--- src/include/fifo_ctl_config.svh ---
`ifndef FIFO_CTL_CONFIG_SVH
`define FIFO_CTL_CONFIG_SVH

// ------------------------------
// Word framing
// ------------------------------
`define FC_MAGIC        8'h77       // Low byte of every host-link word
`define FC_TYPE_TLP     2'd0        // Dropped on input
`define FC_TYPE_CFG     2'd1        // Dropped on input
`define FC_TYPE_LOOP    2'd2        // Echoed back to host
`define FC_TYPE_CMD     2'd3        // Register file access

// ------------------------------
// Register file identity
// ------------------------------
`define FC_RO_MAGIC     16'hab89
`define FC_RW_MAGIC     16'hefcd
`define FC_VER_MAJOR    8'd4
`define FC_VER_MINOR    8'd19
`define FC_DEVICE_ID    8'd3
`define FC_RO_BYTES     24          // Read-only space, bytes
`define FC_RW_BYTES     16          // Read-write space, bytes

// Shared by loopback, command and response FIFOs
`define FC_FIFO_DEPTH   16

`endif
--- src/verilog/fifo_ctl_pkg.sv ---
`default_nettype none

package fifo_ctl_pkg;

    // ------------------------------
    // Incoming word, loopback view
    // ------------------------------
    typedef struct packed {
        logic [31:0] payload;       // Echoed unchanged
        logic [19:0] unused;
        logic [1:0]  ctx;           // Host context, returned as is
        logic [1:0]  typ;
        logic [7:0]  magic;
    } loop_word_t;

    // ------------------------------
    // Incoming word, command view
    // ------------------------------
    // Mask and value arrive byte-swapped
    typedef struct packed {
        logic [15:0] value_sw;      // Write data, bytes swapped
        logic [15:0] mask_sw;       // Write mask, bytes swapped
        logic [15:0] addr;          // [15] rw space, [14:0] byte offset
        logic [1:0]  rsvd;
        logic        wr;            // Masked write request
        logic        rd;            // Read request
        logic [1:0]  ctx;
        logic [1:0]  typ;
        logic [7:0]  magic;
    } cmd_word_t;

    // Same 64 bits, decoded by type field
    typedef union packed {
        loop_word_t loop;
        cmd_word_t  cmd;
    } rx_word_u;

    // Tag field of outgoing words
    typedef enum logic [1:0] {
        TAG_LOOP = 2'd2,
        TAG_CMD  = 2'd3
    } tx_tag_t;

endpackage

`default_nettype wire

--- src/verilog/stream_if.sv ---
`timescale 1ns/1ps
`default_nettype none

// FIFO head as seen by a consumer
interface stream_if;

    logic [31:0] payload;           // Head item data
    logic [1:0]  ctx;               // Head item context
    logic        valid;             // Head present
    logic        pop;               // One cycle consumes head

    // Producer side
    modport src (output payload, output ctx, output valid, input pop);

    // Consumer side
    modport snk (input payload, input ctx, input valid, output pop);

endinterface

`default_nettype wire

--- src/verilog/fifo_ctl_top.sv ---
`timescale 1ns/1ps
`default_nettype none

// Host-link control block
module fifo_ctl_top (
    input  logic        clk,
    input  logic        rst,
    input  logic [63:0] i_rx_data,
    input  logic        i_rx_valid,
    output logic [63:0] o_tx_data,
    output logic        o_tx_valid,
    input  logic        i_tx_ready
);

    import fifo_ctl_pkg::*;

    // ------------------------------
    // Internal links
    // ------------------------------
    stream_if loop_s ();            // Echo path
    stream_if resp_s ();            // Read responses

    rx_word_u cmd_word;
    logic     cmd_valid;
    logic     cmd_pop;

    rx_router u_rx_router (
        .clk         (clk),
        .rst         (rst),
        .i_rx_data   (i_rx_data),
        .i_rx_valid  (i_rx_valid),
        .loop_s      (loop_s),
        .o_cmd_word  (cmd_word),
        .o_cmd_valid (cmd_valid),
        .i_cmd_pop   (cmd_pop)
    );

    cmd_regfile u_cmd_regfile (
        .clk         (clk),
        .rst         (rst),
        .i_cmd_word  (cmd_word),
        .i_cmd_valid (cmd_valid),
        .o_cmd_pop   (cmd_pop),
        .resp_s      (resp_s)
    );

    tx_arbiter u_tx_arbiter (
        .clk         (clk),
        .rst         (rst),
        .loop_s      (loop_s),
        .resp_s      (resp_s),
        .o_tx_data   (o_tx_data),
        .o_tx_valid  (o_tx_valid),
        .i_tx_ready  (i_tx_ready)
    );

endmodule

`default_nettype wire

--- src/verilog/tx_arbiter.sv ---
`timescale 1ns/1ps
`default_nettype none

`include "fifo_ctl_config.svh"

// Fixed-priority merge onto the host output
module tx_arbiter (
    input  logic        clk,
    input  logic        rst,
    stream_if.snk       loop_s,
    stream_if.snk       resp_s,
    output logic [63:0] o_tx_data,
    output logic        o_tx_valid,
    input  logic        i_tx_ready
);

    import fifo_ctl_pkg::*;

    logic        load_en;           // Output stage free this cycle
    logic        pick_loop;
    logic        pick_resp;
    tx_tag_t     tag;
    logic [1:0]  sel_ctx;
    logic [31:0] sel_payload;

    // Empty, or current word leaves now
    assign load_en = !o_tx_valid || i_tx_ready;

    // Loopback wins over responses
    assign pick_loop = load_en && loop_s.valid;
    assign pick_resp = load_en && !loop_s.valid && resp_s.valid;

    assign loop_s.pop = pick_loop;
    assign resp_s.pop = pick_resp;

    // ------------------------------
    // Word assembly
    // ------------------------------
    assign tag         = pick_loop ? TAG_LOOP : TAG_CMD;
    assign sel_ctx     = pick_loop ? loop_s.ctx : resp_s.ctx;
    assign sel_payload = pick_loop ? loop_s.payload : resp_s.payload;

    always_ff @(posedge clk)
    begin
        if (rst)
            o_tx_valid <= 1'b0;
        else if (load_en)
            o_tx_valid <= pick_loop || pick_resp;   // Back-to-back when ready
    end

    // Held while stalled
    always_ff @(posedge clk)
    begin
        if (pick_loop || pick_resp)
            o_tx_data <= {sel_payload, 20'h0, sel_ctx, tag, `FC_MAGIC};
    end

endmodule

`default_nettype wire

--- src/verilog/cmd_regfile.sv ---
`timescale 1ns/1ps
`default_nettype none

`include "fifo_ctl_config.svh"

// Command decoder with ro/rw register spaces
module cmd_regfile (
    input  logic                  clk,
    input  logic                  rst,
    input  fifo_ctl_pkg::rx_word_u i_cmd_word,
    input  logic                  i_cmd_valid,
    output logic                  o_cmd_pop,
    stream_if.src                 resp_s
);

    localparam int RO_W = 8 * `FC_RO_BYTES;   // 192 bits
    localparam int RW_W = 8 * `FC_RW_BYTES;   // 128 bits

    // Reset image of the rw space
    localparam logic [RW_W-1:0] RW_INIT = {
        64'h0,                      // +8: scratch
        16'h0,                      // +6: scratch
        16'(`FC_RW_BYTES),          // +4: byte count
        16'h0,                      // +2
        `FC_RW_MAGIC                // +0
    };

    logic [63:0]     uptime;
    logic [RW_W-1:0] rw_q;
    logic [RO_W-1:0] ro_vec;
    logic [15:0]     addr;
    logic [14:0]     off;
    logic [17:0]     bit_off;
    logic            in_rw;
    logic [15:0]     eff_mask;
    logic [15:0]     eff_value;
    logic [RO_W-1:0] ro_shift;
    logic [RW_W-1:0] rw_shift;
    logic [15:0]     rd_val;
    logic [RW_W-1:0] wr_mask_vec;
    logic [RW_W-1:0] wr_val_vec;
    logic            resp_afull;
    logic            resp_wr;
    logic [33:0]     resp_din;      // {ctx, addr, swapped data}
    logic [33:0]     resp_dout;

    // ------------------------------
    // Read-only space
    // ------------------------------
    assign ro_vec = {
        uptime,                     // +10: uptime, little-endian
        40'h0,                      // +B..+F
        `FC_DEVICE_ID,              // +A
        `FC_VER_MINOR,              // +9
        `FC_VER_MAJOR,              // +8
        32'(`FC_RO_BYTES),          // +4: byte count
        16'h0,                      // +2
        `FC_RO_MAGIC                // +0
    };

    // ------------------------------
    // Command decode
    // ------------------------------
    assign addr      = i_cmd_word.cmd.addr;
    assign in_rw     = addr[15];
    assign off       = addr[14:0];
    assign bit_off   = {off, 3'b000};
    assign eff_mask  = {i_cmd_word.cmd.mask_sw[7:0], i_cmd_word.cmd.mask_sw[15:8]};
    assign eff_value = {i_cmd_word.cmd.value_sw[7:0], i_cmd_word.cmd.value_sw[15:8]};

    // Hold off while response FIFO may overflow
    assign o_cmd_pop = i_cmd_valid && !resp_afull;

    // 16-bit read at byte offset, zero past the end
    assign ro_shift = ro_vec >> bit_off;
    assign rw_shift = rw_q >> bit_off;
    always_comb
    begin
        if (in_rw)
            rd_val = (off < `FC_RW_BYTES) ? rw_shift[15:0] : 16'h0;
        else
            rd_val = (off < `FC_RO_BYTES) ? ro_shift[15:0] : 16'h0;
    end

    // Write lanes placed at the byte offset
    assign wr_mask_vec = RW_W'(eff_mask) << bit_off;
    assign wr_val_vec  = RW_W'(eff_value) << bit_off;

    always_ff @(posedge clk)
    begin
        if (rst)
        begin
            uptime  <= '0;
            rw_q    <= RW_INIT;
            resp_wr <= 1'b0;
        end
        else
        begin
            uptime  <= uptime + 1'b1;                   // Free running
            resp_wr <= o_cmd_pop && i_cmd_word.cmd.rd;  // Push next cycle
            if (o_cmd_pop && i_cmd_word.cmd.wr && in_rw && (off < `FC_RW_BYTES))
                rw_q <= (rw_q & ~wr_mask_vec) | (wr_val_vec & wr_mask_vec);
        end
    end

    // Response payload, low register byte goes high
    always_ff @(posedge clk)
    begin
        if (o_cmd_pop)
            resp_din <= {i_cmd_word.cmd.ctx, addr, rd_val[7:0], rd_val[15:8]};
    end

    // ------------------------------
    // Response FIFO
    // ------------------------------
    sync_fifo #(.WIDTH(34), .DEPTH(`FC_FIFO_DEPTH)) u_resp_fifo (
        .clk           (clk),
        .rst           (rst),
        .i_wr_en       (resp_wr),
        .i_din         (resp_din),
        .i_rd_en       (resp_s.pop),
        .o_dout        (resp_dout),
        .o_valid       (resp_s.valid),
        .o_full        (),
        .o_almost_full (resp_afull)
    );

    assign resp_s.ctx     = resp_dout[33:32];
    assign resp_s.payload = resp_dout[31:0];

endmodule

`default_nettype wire

--- src/verilog/rx_router.sv ---
`timescale 1ns/1ps
`default_nettype none

`include "fifo_ctl_config.svh"

// Input side, splits host words by magic and type
module rx_router (
    input  logic                  clk,
    input  logic                  rst,
    input  fifo_ctl_pkg::rx_word_u i_rx_data,
    input  logic                  i_rx_valid,
    stream_if.src                 loop_s,
    output fifo_ctl_pkg::rx_word_u o_cmd_word,
    output logic                  o_cmd_valid,
    input  logic                  i_cmd_pop
);

    logic        magic_ok;
    logic        is_loop;
    logic        is_cmd;
    logic        loop_full;         // Word dropped when set
    logic        cmd_full;
    logic [33:0] loop_dout;         // {ctx, payload}

    assign magic_ok = (i_rx_data.loop.magic == `FC_MAGIC);

    // ------------------------------
    // Type decode
    // ------------------------------
    always_comb
    begin
        is_loop = 1'b0;
        is_cmd  = 1'b0;
        case (i_rx_data.loop.typ)
            `FC_TYPE_LOOP: is_loop = 1'b1;
            `FC_TYPE_CMD:  is_cmd  = 1'b1;
            `FC_TYPE_TLP,
            `FC_TYPE_CFG:  ;                 // No PCIe side, discard
            default:       ;
        endcase
    end

    // ------------------------------
    // Loopback FIFO
    // ------------------------------
    sync_fifo #(.WIDTH(34), .DEPTH(`FC_FIFO_DEPTH)) u_loop_fifo (
        .clk           (clk),
        .rst           (rst),
        .i_wr_en       (i_rx_valid && magic_ok && is_loop && !loop_full),
        .i_din         ({i_rx_data.loop.ctx, i_rx_data.loop.payload}),
        .i_rd_en       (loop_s.pop),
        .o_dout        (loop_dout),
        .o_valid       (loop_s.valid),
        .o_full        (loop_full),
        .o_almost_full ()
    );

    assign loop_s.ctx     = loop_dout[33:32];
    assign loop_s.payload = loop_dout[31:0];

    // ------------------------------
    // Command FIFO, whole word
    // ------------------------------
    sync_fifo #(.WIDTH(64), .DEPTH(`FC_FIFO_DEPTH)) u_cmd_fifo (
        .clk           (clk),
        .rst           (rst),
        .i_wr_en       (i_rx_valid && magic_ok && is_cmd && !cmd_full),
        .i_din         (i_rx_data),
        .i_rd_en       (i_cmd_pop),
        .o_dout        (o_cmd_word),
        .o_valid       (o_cmd_valid),
        .o_full        (cmd_full),
        .o_almost_full ()
    );

endmodule

`default_nettype wire

--- src/verilog/sync_fifo.sv ---
`timescale 1ns/1ps
`default_nettype none

// First-word-fall-through FIFO, single clock
module sync_fifo #(
    parameter int WIDTH = 32,
    parameter int DEPTH = 16
) (
    input  logic             clk,
    input  logic             rst,
    input  logic             i_wr_en,
    input  logic [WIDTH-1:0] i_din,
    input  logic             i_rd_en,
    output logic [WIDTH-1:0] o_dout,
    output logic             o_valid,
    output logic             o_full,
    output logic             o_almost_full
);

    localparam int AW = (DEPTH > 1) ? $clog2(DEPTH) : 1;

    logic [WIDTH-1:0] mem [DEPTH];  // Storage, no reset
    logic [AW-1:0]    wr_ptr;
    logic [AW-1:0]    rd_ptr;
    logic [AW:0]      count;        // Occupancy, 0..DEPTH
    logic             do_wr;
    logic             do_rd;

    // Overflow and underflow requests are dropped
    assign do_wr = i_wr_en && !o_full;
    assign do_rd = i_rd_en && o_valid;

    // Head is always on the output
    assign o_dout        = mem[rd_ptr];
    assign o_valid       = (count != '0);
    assign o_full        = (count == (AW+1)'(DEPTH));
    assign o_almost_full = (count >= (AW+1)'(DEPTH - 2));  // Two or fewer free

    always_ff @(posedge clk)
    begin
        if (do_wr)
            mem[wr_ptr] <= i_din;
    end

    always_ff @(posedge clk)
    begin
        if (rst)
        begin
            wr_ptr <= '0;
            rd_ptr <= '0;
            count  <= '0;
        end
        else
        begin
            if (do_wr)
                wr_ptr <= (wr_ptr == AW'(DEPTH - 1)) ? '0 : wr_ptr + 1'b1;
            if (do_rd)
                rd_ptr <= (rd_ptr == AW'(DEPTH - 1)) ? '0 : rd_ptr + 1'b1;
            case ({do_wr, do_rd})
                2'b10:   count <= count + 1'b1;
                2'b01:   count <= count - 1'b1;
                default: count <= count;   // Idle or push+pop
            endcase
        end
    end

endmodule

`default_nettype wire

--- config.mk ---
export PLATFORM = sky130hd
export DESIGN_NAME = fifo_ctl_top
export DESIGN_NICKNAME = d
export VERILOG_FILES = /design/src/verilog/fifo_ctl_pkg.sv /design/src/verilog/stream_if.sv /design/src/verilog/fifo_ctl_top.sv /design/src/verilog/tx_arbiter.sv /design/src/verilog/cmd_regfile.sv /design/src/verilog/rx_router.sv /design/src/verilog/sync_fifo.sv
export VERILOG_INCLUDE_DIRS = /design/src /design/src/include
export SDC_FILE = /design/constraint.sdc
export NUM_CORES = 2
export LEC_CHECK = 0
export BUFFER_PORTS_ARGS = -buffer_cell sky130_fd_sc_hd__buf_2
export CAP_MARGIN = 20
export CORE_AREA = 2 2 383 479
export DETAILED_ROUTE_END_ITERATION = 8
export DIE_AREA = 0 0 385 481
export HOLD_SLACK_MARGIN = 0.15
export PLACE_DENSITY = 0.8
export SLEW_MARGIN = 0
export SYNTH_ARGS = -nofsm -noshare
export SYNTH_HDL_FRONTEND = slang
export SYNTH_HIERARCHICAL = 1
export SYNTH_SLANG_ARGS = --single-unit
--- constraint.sdc ---
create_clock -name clk -period 21.2 [get_ports clk]
set_clock_uncertainty 0.05 [all_clocks]
set_input_delay 2.12 -clock clk [delete_from_list [all_inputs] [get_ports clk]]
set_output_delay 2.12 -clock clk [all_outputs]
set_load 0.01 [all_outputs]
======== Word level (Yosys, flattened, before mapping) ========
Memory sizes are Yosys's and may differ from the RTL's. A register that Yosys moved wholly into a read port is not among the register bits.
Cells that the tools add are included.
cells by class
  $add $sub $neg .......................... 13
  eq/ne operators ......................... 18
  muxes and demuxes ....................... 29
  shift-type cells ........................ 4
  reductions and logical operators ........ 33
  $lt $le $gt $ge ......................... 3
  bitwise logic cells ..................... 4
operator list
  operator               count
  $and 128x128->128      2
  $shl 16x18->128        2
  $shr 192x18->16        1
  $not 128->128          1
  $or 128x128->128       1
  $shr 128x18->16        1
  $add 64x1->64 const B  1
  $mux 16                3
  $mux 4                 12
  $mux 32                1
  $lt 15x5->1 const B    2
  $pmux 5 s2             3
  $add 4x1->4 const B    6
  $eq 4x4->1 const B     6
  $logic_and 1x1->1      19
  $add 5x1->5 const B    3
  $eq 5x5->1 const B     3
  $reduce_bool 5->1      3
  $sub 5x1->5 const B    3
  $eq 2x2->1 const B     5
  $mux 1                 9
  $eq 8x7->1 const B     1
  $eq 2x1->1 const B     3
  $logic_not 1->1        6
  other kinds (4)        7
storage, ports and cells
  register bits after elaboration ......... 303
  RAM bits ................................ 2112
  input port bits ......................... 68
  output and inout bits ................... 65
  memories kept ........................... 3
memories
  memory                         words  bits a word  rd ports  clocked after Yosys merged registers in  write ports  line             RTL
  u_rx_router.u_cmd_fifo.mem     16     64           1         1                                        1            sync_fifo.sv:22  logic [WIDTH-1:0] mem [DEPTH];
  u_cmd_regfile.u_resp_fifo.mem  16     34           1         1                                        1            sync_fifo.sv:22
  u_rx_router.u_loop_fifo.mem    16     34           1         1                                        1            sync_fifo.sv:22

======== Depth between registers and ports, before layout ========
  depth in word-level cells ............... 7
  gate-level depth with buffers ........... 17
  mapped depth without buffers ............ 13

======== Cells and area by module ========
Netlist, hierarchy kept.
modules (own cells, without submodules)
  module                                  times used  area an instance (µm²)  cells each
  sync_fifo at u_rx_router.u_cmd_fifo     1           39565.4                 1539
  sync_fifo at u_rx_router.u_loop_fifo    1           21478.1                 876
  sync_fifo at u_cmd_regfile.u_resp_fifo  1           21458.1                 876
  cmd_regfile                             1           14340.0                 1610
  tx_arbiter                              1           1873.0                  112
  rx_router                               1           73.8                    7

======== Least setup slack after synthesis ========
No wires, ideal clock.
  kind .................................... in2reg
  start point ............................. in i_rx_data[3]
  end point ............................... mem u_rx_router.u_cmd_fifo.mem[1][0] (enable)
  path buffers ............................ 1
  arrival ................................. 9631 ps
  stages on the path ...................... 6
  slack ................................... 10852 ps
  cell sequence ........................... nand2b_1 > nor4_2 > o21a_4 > inv_2 > buf_6 > nor4b_1
between the ends
  longest elaborated chain between the ends .. 7
ends and longest elaborated chain
  element                          line               RTL
  from (decl)                      fifo_ctl_top.sv:8  input logic [63:0] i_rx_data,
  $eq 8x7->1 (no source line)      n/a
  $logic_and 1x1->1 (3 in series)  rx_router.sv:67    .i_wr_en (i_rx_valid && magic_ok && is_cmd && !cmd_full),
  $logic_and 1x1->1                sync_fifo.sv:30    assign do_wr = i_wr_en && !o_full;
  $mux 1                           sync_fifo.sv:41    if (do_wr)
  $mux 1 (implied by the code)     sync_fifo.sv:42    mem[wr_ptr] <= i_din;
  to (decl)                        sync_fifo.sv:22
No other way between the ends.

==> flow_summary.ini <==
[cells_and_area]
syn_to_final_growth_pct = 10.4
final_nets = 4948
multi_input_area_mm2 = 0.0253
fill_cells = 12900
seq_area_mm2 = 0.0647
drive_gt1_share_pct = 26.2

[critical_path]
cp-start-kind = register
cp.buffers_inverters = 2
crit_type = register to register
cp.arrival_ns = 6.86
cp_max_fo = 43
reg2reg_to = u_cmd_regfile/resp_din[9]
cp_common_cell = buf_4
cp_slowest_cell = o21ai_0
cp.required_ns = 21.61
crit_family = compound AO/OA/AOI/OAI gates
r2r_cells = 8
slowest_delay_ns = 1.01
regToRegSetupSlack_ns = 14.75
cp_cell_sequence = buf_4, mux4_1, mux4_2, nor4_4, buf_4, nand3_2, a211o_1, o21ai_0
end_kind = register

[cts]
clock_path_buffers = 3
cts-root-buf = clkbuf_16
clock_latency_ns = 0.90
numCtsBuffers = 206
clk_pin_slew_ns = 0.06
cts_setup_buffers = 0
clock_sink_count = 2234
cts_tree = yes
h-tree-depth = 4
postCtsHoldBufs = 0
cts_resized = 0

[floorplanning]
die_h_um = 481
ioPinCount = 133
num_rows = 175
start_util_pct = 50.6
die_w_um = 385
dieArea_mm2 = 0.185
coreArea_mm2 = 0.181

[detailed_routing]
drt_iter0_drc = 7239
ant_nets = 1
drt_wl_total_mm = 238
wl_per_cell_um = 32.0
drc = 0
vias = 49800
viasPerCell = 6.70
drt_pass1_iterations = 6

[timing]
layout_setup_ws_ns = 14.75
holdWs_ns = 0.411
slew_headroom_pct = 18.6
max_clock_freq_mhz = 155
post-route-period-util_pct = 30.4
slew_viol_final = 0
min_period_ns = 6.45
hold_viol = 0
setup_violations = 0
timing.setup.tns_ns = 0
rsz0062_at_grt = no
worst_pin_slew_ns = 1.22

[yosys]
syn_area_per_cell_um2 = 19.2
netlist_instances = 4763
yosys_warnings = 6
synth_area_mm2 = 0.0916

[global_route]
grt_pass1_vias = 50100
grt_pass1_wl_mm = 345
gr-total-overflow = 0
antenna_found_initial = 24
grt_start_max_net_pins = 79
grtUsageTotal_pct = 25.7

[flow_run]
maxCapViolations = 0

[placement]
dp_slack_ns = 15.00
hpwl_mm = 129
place.gp.congestion = 0.952
portBuffers = 101

[power_and_ir_drop]
peakVddDrop_uv = 83.4
power.leakage_nw = 30.8
power_density_mw_per_mm2 = 84.1

[run_status]
violations = antenna violations
status = finished with violations

[worst_hold_path]
hold_class = register to register
min_delay_path_depth = 2
==> how the worst max path moves through the flow <==
stage                     slack, ns  cells past startpoint                                end
after global placement        15.01                      8          u_cmd_regfile/resp_din[9]
after floorplan               12.12                      6  u_rx_router/u_cmd_fifo/mem[1][10]
final                         14.75                      8          u_cmd_regfile/resp_din[9]
after detailed placement      15.00                      8          u_cmd_regfile/resp_din[9]
after global routing          14.62                      9                           register
after CTS                     14.97                      8          u_cmd_regfile/resp_din[9]
==> layout by cell type, fill, tap and decap left out, drive strengths merged, types with 37 or more instances in the layout <==
cell / instances
edfxtp: 1989
mux4: 662
clkbuf: 267
dfxtp: 245
buf: 209
nor2: 150
a21oi: 146
nand2: 124
o21ai: 118
mux2i: 106
nand3: 106
clkinv: 87
nand4: 64
mux2: 63
nor3: 56
or4: 41
xor2: 38
nor2b: 38
nor4: 37
==> power breakdown <==
part | leakage, nW | switching, mW | internal (mW)
Clock | 3.23 | 1.66 | 2.02
Combinational | 7.67 | 0.0533 | 0.00713
Sequential | 19.9 | 0.00118 | 4.76
==> metal layers <==
metal / GRT usage (%) / part of all wire, %
met1: 33.2 / 36
met2: 42.1 / 49
met3: 5.66 / 10
met4: 11.5 / 4.8
met5: 0 / 0.074
==> cell type report <==
cell class	count	area share (%)
Sequential cell	2234	63.9
Multi-Input combinational cell	2176	25.0
Clock buffer	267	5.41
Tap cell	2389	2.95
Timing Repair Buffer	209	1.36
Clock inverter	116	1.20
Inverter	28	0.106
Antenna cell	16	0.0396
==> worst register-to-register path, stage by stage, from the launching register on <==
cell and delay, ns:
dfxtp_4 0.89, buf_4 0.79, mux4_1 0.67, mux4_2 0.67, nor4_4 0.32, buf_4 0.43, nand3_2 0.59, a211o_1 0.67
o21ai_0 1.01
==> registers in the layout, summed over array words and instances (netlist names), 5 cells and up, named ones only <==
register,count
u_tx_arbiter/o_tx_data,35
u_rx_router/u_loop_fifo/mem,544
u_rx_router/u_loop_fifo/count,5
u_cmd_regfile/u_resp_fifo/count,5
u_cmd_regfile/resp_din,34
u_rx_router/u_cmd_fifo/count,5
u_cmd_regfile/uptime,64
u_cmd_regfile/u_resp_fifo/mem,544
u_rx_router/u_cmd_fifo/mem,832
==> through the flow <==
| stage | cells | instance area (um^2) | power, mW | util [%] |
|---|---|---|---|---|
| CTS | 7416 | 101000 | 8.55 | 55.8 |
| floorplan | 4790 | 91700 | 4.88 | - |
| global route | 7423 | 101000 | 8.70 | 55.9 |
| detailed placement | 7033 | 94400 | 4.92 | 52.1 |
| global placement | 7032 | 94400 | 4.91 | 52.1 |
| finish | 7435 | 101000 | 8.51 | 55.9 |
Power figures use the tool's default switching activity.
